<file path="src/design/rob_pkg.sv">
// reorder buffer types
`default_nettype none

package rob_pkg;

	localparam int rob_depth = 16;	// entries per thread
	localparam int index_width = $clog2(rob_depth);
	localparam int xlen = 64;
	localparam int arn_width = 5;
	localparam int prn_width = 6;

	typedef logic [index_width-1:0] index_t;
	typedef logic [index_width:0] ptr_t;	// wrap bit above the index

	// thread bit low selects thread 1
	typedef struct packed {
		logic is_thread2;
		index_t index;
	} rob_tag_t;

	typedef struct packed {
		logic [xlen-1:0] pc;
		logic [arn_width-1:0] arn;
		logic [prn_width-1:0] prn;
		logic is_branch;
	} dispatch_slot_t;

	typedef struct packed {
		logic valid;
		rob_tag_t tag;
		logic mispredict;
		logic [xlen-1:0] target_pc;
	} completion_t;

	typedef struct packed {
		dispatch_slot_t slot;
		logic executed;
		logic mispredict;	// resolved branch went the other way
		logic [xlen-1:0] target_pc;
	} rob_entry_t;

	typedef struct packed {
		logic valid;
		logic is_thread1;
		logic [xlen-1:0] pc;
		logic [xlen-1:0] target_pc;
		logic is_branch;
		logic mispredict;
		logic [arn_width-1:0] arn;
		logic [prn_width-1:0] prn;
	} commit_slot_t;

endpackage

`default_nettype wire

</file>
<file path="src/design/tag_router.sv">
// dispatch and completion router
`timescale 1ns/1ps
`default_nettype none

module tag_router import rob_pkg::*; (
	input logic dispatch_valid,
	input logic dispatch_thread1,
	input dispatch_slot_t dispatch_slots [2],
	output logic dispatch_ready,
	output rob_tag_t dispatch_tags [2],
	input completion_t completions [2],
	input logic space_t1,
	input logic space_t2,
	input index_t tail_t1,
	input index_t tail_t2,
	input logic flush_t1,
	input logic flush_t2,
	output logic alloc_t1,
	output logic alloc_t2,
	output dispatch_slot_t alloc_slots [2],
	output completion_t mark_t1 [2],
	output completion_t mark_t2 [2]
);

	index_t tail;
	logic thread_open_t1;
	logic thread_open_t2;

	// a flushing thread takes no new pair this cycle
	assign thread_open_t1 = space_t1 && !flush_t1;
	assign thread_open_t2 = space_t2 && !flush_t2;

	assign tail = dispatch_thread1 ? tail_t1 : tail_t2;
	assign dispatch_ready = dispatch_thread1 ? thread_open_t1 : thread_open_t2;

	assign alloc_t1 = dispatch_valid && dispatch_thread1 && thread_open_t1;
	assign alloc_t2 = dispatch_valid && !dispatch_thread1 && thread_open_t2;

	// tags are known before the pair is written
	always_comb
	begin
		for (int k = 0; k < 2; k++)
		begin
			dispatch_tags[k].is_thread2 = !dispatch_thread1;
			dispatch_tags[k].index = index_t'(tail + k);
			alloc_slots[k] = (alloc_t1 || alloc_t2) ? dispatch_slots[k] : '0;
		end
	end

	// split each completion by its thread bit
	always_comb
	begin
		for (int k = 0; k < 2; k++)
		begin
			mark_t1[k] = completions[k];
			mark_t2[k] = completions[k];
			mark_t1[k].tag.is_thread2 = 1'b0;
			mark_t2[k].tag.is_thread2 = 1'b0;
			mark_t1[k].valid = completions[k].valid && !completions[k].tag.is_thread2;
			mark_t2[k].valid = completions[k].valid && completions[k].tag.is_thread2;
		end
	end

	// functional units never finish the same instruction twice in one cycle
	always_comb
	begin
		if (completions[0].valid && completions[1].valid)
		begin
			a_unique_completion: assert #0 (completions[0].tag != completions[1].tag)
				else $error("both completion ports carry tag %h", completions[0].tag);
		end
	end

endmodule

`default_nettype wire

</file>
<file path="config.mk">
export PLATFORM = sky130hd
export DESIGN_NAME = tag_router
export DESIGN_NICKNAME = d
export VERILOG_FILES = /design/src/design/rob_pkg.sv /design/src/design/tag_router.sv
export SDC_FILE = /design/constraint.sdc
export NUM_CORES = 1
export LEC_CHECK = 0
export ABC_AREA = 1
export BUFFER_PORTS_ARGS = -buffer_cell sky130_fd_sc_hd__buf_2
export CORE_AREA = 2 2 299 301
export DETAILED_ROUTE_END_ITERATION = 8
export DIE_AREA = 0 0 301 303
export GPL_TIMING_DRIVEN = 0
export PLACE_DENSITY = 0.3
export SETUP_SLACK_MARGIN = 0.05
export SLEW_MARGIN = 20
export SYNTH_ARGS = -nofsm -noshare
export SYNTH_HDL_FRONTEND = slang
export SYNTH_SLANG_ARGS = --single-unit
</file>
<file path="constraint.sdc">
create_clock -name vclk -period 1.4
set_input_delay 0.07 -clock vclk [all_inputs]
set_output_delay 0.07 -clock vclk [all_outputs]
set_load 0.005 [all_outputs]
</file>
# Yosys cells after proc, flatten, opt, wreduce, memory -nomap -nowiden
# Cells that the tools add are included.
# op_classes
add_sub_neg,1
mux,4
reduce_logical,16
# op_table
operator,n
two-way mux 76 bit,2
logical AND 1 bit,10
zero test 1 bit,5
"adder 4 x 1 -> 4 bit, second input constant",1
two-way mux 4 bit,1
logical OR 1 bit,1
two-way mux 1 bit,1
# word_totals
reg_bits,0
output_inout_bits,449

# Depth between registers and ports, before layout
# logic_depth
ltp_word,5
mapped_depth,7
mapped_depth_nobuf,6

# Least setup slack after synthesis
# Ideal clock, no wire load.
# synth_timing
kind,input -> output
startpoint,input port dispatch_thread1
endpoint,output port alloc_slots[10] (netlist bit)
arrival_time_ns,0.825
slack_ns,0.505
path_stages,7
path_cell_list,inv_2 > nand3_1 > nand2_1 > nand2_2 > buf_6 > buf_4 > nor2_1
# synth_rtl
item,line_no,rtl
start: declaration,tag_router.sv:7,"input logic dispatch_thread1,"
end: declaration,tag_router.sv:20,"output dispatch_slot_t alloc_slots [2],"

==> results.md <==
- Remaining DRCs: 0
- Status: finished, final reports clean
- Most common cell after layout, fill and taps aside: buf_2
- Mapped Cells: between 600 and 700
- Vias: around 5500
- Nets: between 1500 and 2000
- Antenna Nets Post-Route: 0
- Final Cycle Share: 0.909
- Worst path max stage delay: around 180 ps
- Die Span Y: around 300 um
- Commonest non-fill, non-tap cells in the layout: 616 x buf_2, 291 x buf_4, 162 x inv_1, 132 x nor2_1, 21 x nor2_2
- Final setup violation count: 0
- Synth Warn #: 0
- Hold Buf Count CTS: 0
- Cell area after synthesis: around 0.0035 sq mm
- Largest net degree at the start of global routing: 11
- Fin. Hold Viols: 0
- Sequential fraction of the synthesis area: 0
- Chip Width: approximately 300 um
- Num rows: around 110
- Starting DRC count in detailed routing: ~130
- Initial core utilization: 0.0403
- Hold crit path type: primary input to output port
- Final min period: 1270 ps
- Max Slew Vio Count: 0
- Overflow after GRT: 0
- Fin Hold WS: 305 ps
- Slowest stage cell, crit path: buf_16
- Vias per cell: around 2.3
- Worst EP required: around 1300 ps
- Synthesis-to-layout area growth: 137%
- Die area: a little over 0.09 sq mm
- Detailed Place HPWL: roughly 26000 um
- Seq Cell Count: 0
- Area leader, netlist: buf_4
- Sequential Area: 0 sq um
- Number of clock buffers in the layout: 0
- Vias in the first global route: between 5000 and 6000
- Critical path peak fanout: 10
- Delay-heaviest family, CP: buffers and inverters
- PD cells: between 200 and 250 mW/mm^2
- Static leakage power: 5.48 nW
- Setup Crit Path Kind: primary input to output port
- Achievable Freq: 0.786 GHz
- Detailed-route wire length: approximately 29000 um
- First-pass GRT wire length: between 30000 and 40000 um
- Gr usage total: 0.0539
- WP data arrival: between 1000 and 1500 ps
- Initial DRT Pass Iterations: 4
- Core Box Area: roughly 0.09 sq mm
- Gpl congestion: 0.779
- Yosys cell types: 13
- Initial antenna violation count: 4
- DR WL/cell: around 12 um
- Worst path cell trace: buf_4, inv_4, nand3_2, nand2_4, nand2_8, buf_16, buf_4, nor2_1, buf_2
- Max-cap viol count: 0
- Share of cells above drive strength 1: 0.749
- Peak VDD IR: around 0.069 mV
- Crit-path most repeated cell: buf_4
- I/O pin cnt: approximately 760
- Synth area leaders: buf_4 61%, inv_1 17%, nor2_1 16%, nand2_1 1.8%, buf_2 0.99%
- RSZ-0062 raised after global routing: no
- Layout Utilization: 0.0954
- Critical path capture point type: output port
- Post-synth top area share: 0.610
- PortBufs: 615
- CP Launch Type: primary input
- WP buf/inv: 5
- Syn avg cell area: roughly 5.5 sq um
[cell families after synthesis]
| family | count (synthesis) | synth area share |
|---|---|---|
| other | 1 | 0.00106 |
| buffers and inverters | 462 | 0.801 |
| XOR/XNOR | 1 | 0.00247 |
| AND/OR/NAND/NOR | 178 | 0.192 |
| adder cells (fa/ha/maj) | 1 | 0.00353 |
[worst paths after layout]
check	slack, ps	endpoint	from	depth (start not counted)
setup / recovery	130	alloc_slots[40]	flush_t1	9
hold / removal	310	mark_t2[109]	completions[109]	2
[repair_timing]
action | 4_1_cts | 5_1_grt
resized for setup | 29 | 29
setup buffers | 5 | 0
pin swaps | 2 | 3
endpoints found under the setup margin | 152 | 78
cloned | 2 | 1
[cells in the mapped netlist (all sizes together)]
master  count
xor2        1
conb        1
nand3       3
ha          1
buf       297
inv       165
nand2      18
nor2      154
nand4       3
[layout make-up]
| cell class | count | area [sq um] |
|---|---|---|
| diodes | 1 | 2.50 |
| plain buffers | 297 | 2280 |
| fillers | 10500 | 79600 |
| inverters | 165 | 624 |
| multi-input cells | 185 | 833 |
| well taps | 1165 | 1460 |
| repair buffers | 622 | 3190 |
[per-layer routing]
layer  track usage  routed length [um]
met2         0.108               15100
met5             0                  18
met1        0.0564                9860
met4        0.0168                1060
met3       0.00852                2470
[power breakdown]
part           switching, W        total [W]     internal (W)
combinational      0.000819          0.00199          0.00117
sequential                0                0                0
clock                     0  0.0000000000219  0.0000000000219
[through the flow]
step           power (W)  instance area [sq um]  instances  TNS (ps)  worst slack, ps
2_1_floorplan   0.000918                   3560        646         0              505
3_3_place_gp     0.00196                   8090       2426    -43340             -611
3_5_place_dp     0.00194                   8090       2426    -49740             -639
4_1_cts          0.00201                   8280       2433         0             7.13
5_1_grt          0.00219                   8390       2434         0             54.7
6_report         0.00199                   8390       2435         0              128
(Power assumes the default switching activity.)
