$ cat config.mk
export PLATFORM = sky130hd
export DESIGN_NAME = commit_select
export DESIGN_NICKNAME = d
export VERILOG_FILES = /design/src/design/rob_pkg.sv /design/src/design/commit_select.sv
export SDC_FILE = /design/constraint.sdc
export NUM_CORES = 1
export LEC_CHECK = 0
export BUFFER_PORTS_ARGS = -buffer_cell sky130_fd_sc_hd__buf_4
export CORE_AREA = 3 3 341 343
export DETAILED_ROUTE_END_ITERATION = 10
export DIE_AREA = 0 0 344 346
export PLACE_DENSITY_LB_ADDON = 0.3
export SLEW_MARGIN = 10
export SYNTH_ARGS = -nofsm -noshare
export SYNTH_HDL_FRONTEND = slang
export SYNTH_SLANG_ARGS = --single-unit
$ cat constraint.sdc
create_clock -name vclk -period 2.2
set_input_delay 0.22 -clock vclk [all_inputs]
set_output_delay 0.22 -clock vclk [all_outputs]
set_load 0.02 [all_outputs]
$ cat src/design/rob_pkg.sv
// reorder buffer types
`default_nettype none

package rob_pkg;

	localparam int rob_depth = 16;	// entries per thread
	localparam int index_width = $clog2(rob_depth);
	localparam int xlen = 64;
	localparam int arn_width = 5;
	localparam int prn_width = 6;

	typedef logic [index_width-1:0] index_t;
	typedef logic [index_width:0] ptr_t;	// wrap bit above the index

	// thread bit low selects thread 1
	typedef struct packed {
		logic is_thread2;
		index_t index;
	} rob_tag_t;

	typedef struct packed {
		logic [xlen-1:0] pc;
		logic [arn_width-1:0] arn;
		logic [prn_width-1:0] prn;
		logic is_branch;
	} dispatch_slot_t;

	typedef struct packed {
		logic valid;
		rob_tag_t tag;
		logic mispredict;
		logic [xlen-1:0] target_pc;
	} completion_t;

	typedef struct packed {
		dispatch_slot_t slot;
		logic executed;
		logic mispredict;	// resolved branch went the other way
		logic [xlen-1:0] target_pc;
	} rob_entry_t;

	typedef struct packed {
		logic valid;
		logic is_thread1;
		logic [xlen-1:0] pc;
		logic [xlen-1:0] target_pc;
		logic is_branch;
		logic mispredict;
		logic [arn_width-1:0] arn;
		logic [prn_width-1:0] prn;
	} commit_slot_t;

endpackage

`default_nettype wire

$ cat src/design/commit_select.sv
// two-wide commit selector
`timescale 1ns/1ps
`default_nettype none

module commit_select import rob_pkg::*; (
	input rob_entry_t entries_t1 [2],
	input rob_entry_t entries_t2 [2],
	input ptr_t occupancy_t1,
	input ptr_t occupancy_t2,
	output commit_slot_t commit_slots [2],
	output logic [1:0] retire_t1,
	output logic [1:0] retire_t2,
	output logic flush_t1,
	output logic flush_t2
);

	logic [1:0] elig_t1;	// head and head plus one ready to retire
	logic [1:0] elig_t2;
	logic [1:0] sel_valid;
	logic [1:0] sel_t1;
	logic [1:0] sel_offset;	// 1 picks the entry behind the head

	function automatic commit_slot_t to_commit(input rob_entry_t entry, input logic thread1);
		commit_slot_t slot;
		slot.valid = 1'b1;
		slot.is_thread1 = thread1;
		slot.pc = entry.slot.pc;
		slot.target_pc = entry.target_pc;
		slot.is_branch = entry.slot.is_branch;
		slot.mispredict = entry.mispredict;
		slot.arn = entry.slot.arn;
		slot.prn = entry.slot.prn;
		return slot;
	endfunction

	assign elig_t1[0] = occupancy_t1 != '0 && entries_t1[0].executed;
	assign elig_t1[1] = occupancy_t1 >= ptr_t'(2) && entries_t1[1].executed;
	assign elig_t2[0] = occupancy_t2 != '0 && entries_t2[0].executed;
	assign elig_t2[1] = occupancy_t2 >= ptr_t'(2) && entries_t2[1].executed;

	always_comb
	begin
		rob_entry_t first;
		logic first_flush;
		logic same_next;
		logic other_head;
		sel_valid = '0;
		sel_t1 = '0;
		sel_offset = '0;
		// thread 1 has first claim
		if (elig_t1[0])
		begin
			sel_valid[0] = 1'b1;
			sel_t1[0] = 1'b1;
		end
		else if (elig_t2[0])
			sel_valid[0] = 1'b1;
		first = sel_t1[0] ? entries_t1[0] : entries_t2[0];
		first_flush = first.slot.is_branch && first.mispredict;
		same_next = sel_t1[0] ? elig_t1[1] : elig_t2[1];
		other_head = sel_t1[0] ? elig_t2[0] : elig_t1[0];
		if (sel_valid[0])
		begin
			if (!first_flush && same_next)
			begin
				sel_valid[1] = 1'b1;
				sel_t1[1] = sel_t1[0];
				sel_offset[1] = 1'b1;
			end
			else if (other_head)
			begin
				sel_valid[1] = 1'b1;
				sel_t1[1] = !sel_t1[0];
			end
		end
	end

	always_comb
	begin
		rob_entry_t chosen;
		retire_t1 = '0;
		retire_t2 = '0;
		flush_t1 = 1'b0;
		flush_t2 = 1'b0;
		for (int k = 0; k < 2; k++)
		begin
			chosen = sel_t1[k] ? entries_t1[sel_offset[k]] : entries_t2[sel_offset[k]];
			commit_slots[k] = '0;
			if (sel_valid[k])
			begin
				commit_slots[k] = to_commit(chosen, sel_t1[k]);
				if (sel_t1[k])
				begin
					retire_t1 = retire_t1 + 2'd1;
					flush_t1 = flush_t1 || (chosen.slot.is_branch && chosen.mispredict);
				end
				else
				begin
					retire_t2 = retire_t2 + 2'd1;
					flush_t2 = flush_t2 || (chosen.slot.is_branch && chosen.mispredict);
				end
			end
		end
	end

endmodule

`default_nettype wire

== Yosys cells after proc, flatten, opt, wreduce, memory -nomap -nowiden ==
Cells that the tools add are included.

* Flip-flop bits (word level): 0
* Input bits: 578
* Output and inout bits: 292
* Logic and storage cells: 58

* $add $sub $neg: 2
* $lt $le $gt $ge: 3
* Mux-type cells: 39
* Bitwise logic cells: 1
* Reductions and logical operators: 13

{| class="wikitable"
|+ Operators by type and width
! kind !! number
|-
| 142-bit two-way mux || 8
|-
| 143-bit two-way mux || 2
|-
| 1-bit two-way mux || 25
|-
| 5-bit by 2-bit >= comparator with 1-bit output (second input constant) || 2
|-
| 5-bit nonzero test || 2
|-
| 2-bit two-way mux || 4
|-
| 1-bit logical AND || 7
|-
| 2-bit by 1-bit adder with 2-bit output (second input constant) || 2
|-
| 2-bit >= comparator (second input constant) || 1
|-
| 1-bit logical NOT || 2
|-
| 1-bit logical OR || 2
|-
| 1-bit inverter with 2-bit output || 1
|}

== Depth between registers and ports, before layout ==
Gate-level depths: netlist (run 1).

* Depth after elaboration: 18
* Depth in mapped cells: 8
* Gate-level depth less buffers: 6

== Worst setup path after synthesis (run 1) ==
OpenSTA, ideal clock, no wires.

* Path type: in2out
* Start point: input port occupancy_t1[1]
* End point: output port flush_t2
* Arrival time: 2.254 ns
* Required time: 1.980 ns
* Setup slack: -0.274 ns
* Stages: 7
* Path buffers: 2
* Cell sequence: or4_4 -> o21ai_2 -> and4_4 -> buf_6 -> buf_6 -> mux2i_1 -> nor3b_1

* Longest elaborated chain between the ends: 18
* Elaborated cells between the ends (all ways): 35
* Classes of those cells: 1 x order compare; 24 x mux; 1 x bitwise; 9 x reduce/logical

{| class="wikitable"
|+ Ends and longest elaborated chain
! element !! RTL line !! RTL
|-
| from (decl) || commit_select.sv:8 || <nowiki>input ptr_t occupancy_t1,</nowiki>
|-
| parallel branches: the longest is 17 deep, another holds 5-bit by 2-bit >= comparator with 1-bit output || - ||
|-
| 1-bit two-way mux * || commit_select.sv:89 || <nowiki>if (sel_valid[k])</nowiki>
|-
| to (decl) || commit_select.sv:14 || <nowiki>output logic flush_t2</nowiki>
|}

Mark *: on every way between the ends. The select of a mux whose other input is x is not followed.

==> results.toml, run 1 <==
[final_layout]
post-route-util_pct = 13.4
clkbuf_count = 0
layout-drive-gt1-share_pct = 72.3
area_delta_synth_final_pct = 306
n_sequential_cell = 0
fin_nets = 2059
fillers = 13200
seq_area_um2 = 0

[detailed_routing]
drt-pass1-iter-count = 9
ant_nets = 0
via_count = 9944
drtIter0Drc = 1207
post_drt_wl_per_cell_um = 34.6
via_per_inst = 3.31
wl_mm = 104
drc_errors = 0

[pwr]
combPwrFrac_pct = 100.0
clkPwrFrac_pct = 0
switching_share_pct = 50.5
p_switching_mw = 2.27
p_leak_nw = 7.65
ir_drop_mv = 0.0972
p_int_mw = 2.23
sequentialPowerShare_pct = 0
power_density_mw_per_mm2 = 295

[grt]
use_met3_pct = 6.75
global_route.usage.met1_pct = 19.4
grt_use_met2_pct = 25.9
top_usage_layer = "met2"
grt_max_degree = 57
antenna_found_initial = 48
grt_pass1_wl_mm = 119
grt.total_usage_pct = 15.5
grt_overflow_total = 0
grt_pass1_vias = 9934

[timing]
rsz0062_at_grt = "true"
slew-limit-headroom_pct = 57.8
worst_slack_ns = -0.571
clock.fmax_mhz = 361
drv_slew = 0
finalHoldViolations = 0
setup_viol = 285
worst_pin_slew_ns = 0.633
fin_crit_sh_pct = 126
timing.hold.ws_ns = 0.744
min_period_ns = 2.77

[synthesis]
synth_area_leaders = "a222oi_1, a22o_1, inv_1, clkbuf_1, buf_2"
ys_seq_area_share_pct = 0
synthTopCellsByCount = "inv_1, a22o_1, a222oi_1, clkbuf_1, buf_2"
synth_area_leader_cell = "a222oi_1"
ys_types = 28
synth_fp_nets = 1112
syn_area_per_cell_um2 = 7.05
synth_most_common_cell = "inv_1"
yosysTopAreaCellShare_pct = 37.3
synthCells = 533
synth_area_mm2 = 0.00376
synth_warnings = 0

[critical_path]
cp.required_ns = 1.98
critPathArrivalTime_ns = 2.55
crit_type = "input pin to primary output"
startpoint_type = "input pin"
critical_path.max_fanout = 6
end_kind = "primary output"

[floorplan]
ios = 870
die_x_um = 344
die_area_mm2 = 0.119
rows = 124
core_region_area_mm2 = 0.114
die_y_um = 346
start_util_pct = 3.30

[placed_design]
io_buffers = 870
place.gp.congestion = 0.881
place.detailed.hpwl_mm = 87.8

[clock_tree]
holdBufCountCts = 0

[run]
drv_cap = 0

[run_status]
outcome = "finished, violations left"
violations = "negative setup slack"

[min_path]
hp-class = "input pin to primary output"
## cells by family after synthesis
logic type      share of synthesized area, %
compound gates                          72.2
buf+inv                                 24.3
simple gates                            2.60
mux                                    0.533
fa+ha+maj                              0.333
## critical path: stages
cell and delay, ns:
buf_6 0.09, or4_4 0.58, a32o_2 0.28, and4_4 0.26, buf_12 0.17, a222oi_1 0.54
buf_4 0.22, inv_2 0.04, buf_6 0.13
## placed cells by master, fill, tap and decap left out, types with 3 or more instances in the layout
| master | netlist | final |
|---|---|---|
| clkbuf_16 | 0 | 18 |
| inv_1 | 142 | 120 |
| a22o_4 | 0 | 5 |
| buf_4 | 0 | 656 |
| buf_6 | 8 | 291 |
| diode_2 | 0 | 11 |
| buf_12 | 0 | 34 |
| a22o_1 | 141 | 136 |
| nand2_1 | 6 | 5 |
| buf_8 | 0 | 15 |
| inv_2 | 1 | 21 |
| a21oi_1 | 3 | 3 |
| a222oi_1 | 140 | 140 |
| buf_16 | 0 | 8 |
## metal layers
layer | part of all wire [%] | routed length, µm
met1 | 41 | 42700
met2 | 47 | 48800
met5 | 0.085 | 88
met4 | 0.53 | 551
met3 | 11 | 11800
## path summary, 6_finish.rpt
| check | start | to | cells past startpoint |
|---|---|---|---|
| min | entries_t1[70] | commit_slots[3] | 4 |
| max | occupancy_t1[1] | commit_slots[66] | 9 |
## stage by stage
| step | setup slack [ns] | power (mW) | instance area [µm²] | cells | setup TNS, ns |
|---|---|---|---|---|---|
| after global placement | -0.788 | 3.81 | 12700 | 2921 | -124.49 |
| after detailed placement | -0.802 | 3.80 | 12700 | 2921 | -123.52 |
| final | -0.571 | 4.50 | 15200 | 3001 | -98.17 |
| after CTS | -0.562 | 4.16 | 13800 | 2952 | -106.82 |
| after floorplan | -0.0453 | 1.31 | 3790 | 533 | -2.78 |
| after global routing | -0.604 | 4.76 | 15200 | 2995 | -118.19 |
## cell type report
| type | count | area [µm²] | share of cell area, % |
|---|---|---|---|
| repair buffers | 1022 | 9780 | 64.2 |
| multi-input cells | 313 | 2990 | 19.6 |
| well taps | 1512 | 1890 | 12.4 |
| inverters | 143 | 549 | 3.60 |
| diodes | 11 | 27.5 | 0.181 |
## power groups by stage
| stage | Combinational [mW] | Clock [mW] | Sequential, mW |
|---|---|---|---|
| floorplan | 1.31 | 0 | 0 |
| global placement | 3.81 | 0 | 0 |
| detailed placement | 3.80 | 0 | 0 |
| CTS | 4.16 | 0 | 0 |
| global route | 4.76 | 0.000000208 | 0 |
| finish | 4.50 | 0.000000567 | 0 |
## repair_timing
action | in CTS | in global routing
setup buffers | 26 | 21
gates cloned | 9 | 26
gates resized for setup | 179 | 203
endpoints found under the setup margin | 288 | 288
pin swaps | 46 | 72
Power figures use the tool's default switching activity.
==> run 2: changes to the inputs <==
==> constraint.sdc (replaced) <==
create_clock -name vclk -period 2.4
set_input_delay 0.24 -clock vclk [all_inputs]
set_output_delay 0.24 -clock vclk [all_outputs]
set_load 0.02 [all_outputs]
==> results.toml, run 2 (same netlist as run 1, synthesis figures left out) <==
[run_status]
outcome = "finished, violations left"
violations = "negative setup slack"

[critical_path]
cp.required_ns = 2.16
cp-startpoint = "occupancy_t1[1]"
startpoint_type = "input pin"
slowest_delay_ns = 0.78
crit_type = "input pin to primary output"
crit_chain = "buf_6 -> or4_4 -> a32o_2 -> and4_4 -> buf_16 -> buf_12 -> a222oi_1 -> inv_1 -> buf_4"
critPathArrivalTime_ns = 2.83
end_kind = "primary output"
slowest_stage = "a222oi_1"
critical_path.max_fanout = 3

[placed_design]
io_buffers = 870
pre_cts_ws_ns = -0.896
place.detailed.hpwl_mm = 89.9
place.gp.congestion = 0.870

[final_layout]
seq_area_um2 = 0
final_cell_mix = "buf_4, buf_6, a222oi_1"
clkbuf_count = 0
post-route-util_pct = 13.7
fillers = 13200
mostFrequentLayoutCell = "buf_4"
area_delta_synth_final_pct = 317
n_sequential_cell = 0
layout-drive-gt1-share_pct = 72.5
fin_nets = 2090

[grt]
grt_overflow_total = 0
grt_pass1_wl_mm = 120
grt_pass1_vias = 9951
grt_max_degree = 56
grt.total_usage_pct = 15.7
antenna_found_initial = 49

[timing]
tns_ns = -102.43
finalHoldViolations = 0
setup_viol = 288
fin_crit_sh_pct = 128
rsz0062_at_grt = "true"
worst_pin_slew_ns = 1.03
clock.fmax_mhz = 326
drv_slew = 0
min_period_ns = 3.07
worst_slack_ns = -0.665
slew-limit-headroom_pct = 31.6

[pwr]
power_density_mw_per_mm2 = 271
ir_drop_mv = 0.0943
p_leak_nw = 7.92

[floorplan]
die_area_mm2 = 0.119
die_y_um = 346
rows = 124
ios = 870
start_util_pct = 3.30
core_region_area_mm2 = 0.114
die_x_um = 344

[detailed_routing]
drc_errors = 0
via_count = 10200
drtIter0Drc = 1613
ant_nets = 0
post_drt_wl_per_cell_um = 34.6
via_per_inst = 3.35
wl_mm = 105
drt-pass1-iter-count = 8

[min_path]
hp-class = "input pin to primary output"
hold_start = "entries_t1[80]"

[run]
drv_cap = 0

[clock_tree]
holdBufCountCts = 0
==> run 2: power breakdown <==
part	total [mW]	switching, mW	leakage, nW	internal [mW]
combinational	4.24	2.13	7.92	2.11
clock	0.000000596	0	0.0000697	0.000000596
sequential	0	0	0	0
==> run 2: path summary, 6_finish.rpt <==
| path | to | cells after the start |
|---|---|---|
| max | commit_slots[137] | 9 |
| min | commit_slots[79] | 4 |
==> run 2: per-layer routing <==
| layer | global-route usage (%) | part of all wire [%] | wire (µm) | up-vias |
|---|---|---|---|---|
| met3 | 6.33 | 12 | 12400 | 125 |
| met5 | 0 | 0.15 | 153 | - |
| met4 | 0.827 | 1.2 | 1250 | 24 |
| met1 | 19.8 | 40 | 42100 | 4921 |
| met2 | 26.1 | 47 | 49100 | 839 |
| li1 | - | - | - | 4248 |
==> run 2: worst max-delay path, delay by kind of cell <==
kind                   cells  cell delay, ns
buffers and inverters      5            0.73
AOI/OAI and AO/OA          2            1.08
and+or+nand+nor            2            0.76
==> run 2: what timing repair did <==
| action | in CTS | in global routing |
|---|---|---|
| resized for setup | 169 | 244 |
| endpoints found under the setup margin | 287 | 288 |
| buffers inserted | 25 | 38 |
| gates cloned | 12 | 26 |
| pin swaps | 37 | 68 |
==> run 2: metrics by stage <==
| stage | cell area (µm²) | std cells | power, mW | hold slack [ns] |
|---|---|---|---|---|
| floorplan | 3760 | 533 | 1.19 | 0.666 |
| global placement | 12700 | 2927 | 3.54 | 0.787 |
| detailed placement | 12700 | 2927 | 3.53 | 0.784 |
| CTS | 13900 | 2964 | 3.86 | 0.785 |
| global route | 15600 | 3024 | 4.47 | 0.802 |
| finish | 15600 | 3032 | 4.24 | 0.783 |
==> run 2: layout make-up <==
class | count | area [µm²] | share of cell area [%]
tap | 1512 | 1890 | 12.1
timing repair buffer | 1053 | 10200 | 64.9
antenna | 11 | 27.5 | 0.176
multi-input combinational | 313 | 3020 | 19.3
inverter | 143 | 552 | 3.53
==> run 3: changes to the inputs <==
--- a/config.mk
+++ b/config.mk
@@ -6,9 +6,9 @@
 export NUM_CORES = 1
 export LEC_CHECK = 0
 export BUFFER_PORTS_ARGS = -buffer_cell sky130_fd_sc_hd__buf_4
-export CORE_AREA = 3 3 341 343
+export CORE_AREA = 2 2 340 342
 export DETAILED_ROUTE_END_ITERATION = 10
-export DIE_AREA = 0 0 344 346
+export DIE_AREA = 0 0 342 344
 export PLACE_DENSITY_LB_ADDON = 0.3
 export SLEW_MARGIN = 10
 export SYNTH_ARGS = -nofsm -noshare
==> results.toml, run 3 (same netlist as run 1, synthesis figures left out) <==
[detailed_routing]
via_count = 10300
routed.top_layer = "met5"
via_per_inst = 3.37
post_drt_wl_per_cell_um = 35.5
drt-pass1-iter-count = 8
dr_wl_met2_mm = 49.4
wirelength_met1_mm = 45.7
wl_met3_mm = 11.5
drtIter0Drc = 1413
drc_errors = 0
wl_mm = 108
ant_nets = 0

[critical_path]
crit_chain = "buf_6 -> or4_4 -> a32o_2 -> and4_4 -> buf_12 -> buf_6 -> a222oi_1 -> inv_1 -> buf_6"
critical_path.max_fanout = 9
slowest_stage = "or4_4"
cp.required_ns = 2.16
crit_family = "compound AO/OA/AOI/OAI gates"
crit_type = "input pin to primary output"
startpoint_type = "input pin"
cpMostUsedCell = "buf_6"
end_kind = "primary output"
path_buf_inv = 5
slowest_delay_ns = 0.58
critPathArrivalTime_ns = 2.72

[timing]
timing.hold.ws_ns = 0.782
setup_viol = 287
rsz0062_at_grt = "true"
tns_ns = -66.42
worst_slack_ns = -0.558
clock.fmax_mhz = 338
drv_slew = 0
min_period_ns = 2.96
worst_pin_slew_ns = 0.628
slew-limit-headroom_pct = 58.1
fin_crit_sh_pct = 123
finalHoldViolations = 0

[final_layout]
layout-drive-gt1-share_pct = 72.8
fin_nets = 2105
clkbuf_count = 0
mostFrequentLayoutCell = "buf_4"
final_cell_mix = "buf_4, buf_6, a222oi_1"
fillers = 13200
multi_input_area_mm2 = 0.00300
n_sequential_cell = 0
area_delta_synth_final_pct = 325
seq_area_um2 = 0

[pwr]
combPwrFrac_pct = 100.0
sequentialPowerShare_pct = 0
switching_share_pct = 50.4
clkPwrFrac_pct = 0
ir_drop_mv = 0.0888
power_density_mw_per_mm2 = 273
p_switching_mw = 2.19
p_leak_nw = 8.04
p_int_mw = 2.16

[run_status]
outcome = "finished, violations left"
violations = "negative setup slack"

[min_path]
hp-class = "input pin to primary output"

[grt]
grt_pass1_wl_mm = 120
grt_max_degree = 56
antenna_found_initial = 49
grt_overflow_total = 0
grt.total_usage_pct = 16.0
grt_pass1_vias = 9859

[floorplan]
die_area_mm2 = 0.118
start_util_pct = 3.30
rows = 124
core_region_area_mm2 = 0.114
die_x_um = 342
ios = 870
die_y_um = 344

[clock_tree]
holdBufCountCts = 0

[placed_design]
place.gp.congestion = 0.886
place.detailed.hpwl_mm = 90.8
io_buffers = 870

[run]
drv_cap = 0
[run 3: cell types whose count changed in the layout (fill, tap and decap cells not counted), moves of 4 or more]
cell / previous run / this run
a22o_1: 131 / 137
a22o_4: 10 / 4
buf_4: 694 / 683
buf_6: 273 / 290
clkbuf_16: 19 / 30
inv_1: 128 / 124
inv_2: 12 / 17
[run 3: area by class of cell]
type / instances / share of cell area, %
repair buffers: 1068 / 65.7
diodes: 8 / 0.126
multi-input cells: 313 / 18.8
well taps: 1512 / 11.9
inverters: 143 / 3.51
[run 3: worst paths after layout]
kind | startpoint | to | slack (ns) | cells past startpoint
max | occupancy_t1[1] | commit_slots[123] | -0.56 | 9
min | entries_t1[70] | commit_slots[3] | 0.78 | 4
[run 3: what timing repair did]
| action | CTS | global route |
|---|---|---|
| cloned | 9 | 41 |
| setup endpoints to repair | 285 | 287 |
| buffers inserted | 33 | 42 |
| pin swaps | 28 | 63 |
| resized for setup | 134 | 302 |
[run 3: routing by layer]
layer	vias up	GRT usage [%]
li1	4277	-
met1	5072	21.0
met2	790	25.6
met3	96	6.12
met4	18	1.50
met5	-	0
[run 3: power by group through the flow]
stage	sequential, mW	combinational, mW	clock [mW]
2_1_floorplan	0	1.19	0
3_3_place_gp	0	3.54	0
3_5_place_dp	0	3.53	0
4_1_cts	0	3.81	0
5_1_grt	0	4.56	0.000000204
6_report	0	4.35	0.000000370
[run 3: worst min-delay path, stage by stage]
cell      delay [ns]
buf_4           0.08
a222oi_1        0.05
inv_1           0.07
buf_6           0.11
[run 3: per-stage QoR]
step / total power [mW] / worst slack (ns) / cell area [µm²] / std cells / util [%]
floorplan: 1.19 / 0.0433 / 3760 / 533 / -
global placement: 3.54 / -0.745 / 12700 / 2922 / 11.2
detailed placement: 3.53 / -0.780 / 12700 / 2922 / 11.2
CTS: 3.81 / -0.615 / 13700 / 2962 / 12.0
global route: 4.56 / -0.572 / 15900 / 3041 / 14.0
finish: 4.35 / -0.558 / 15900 / 3044 / 14.0
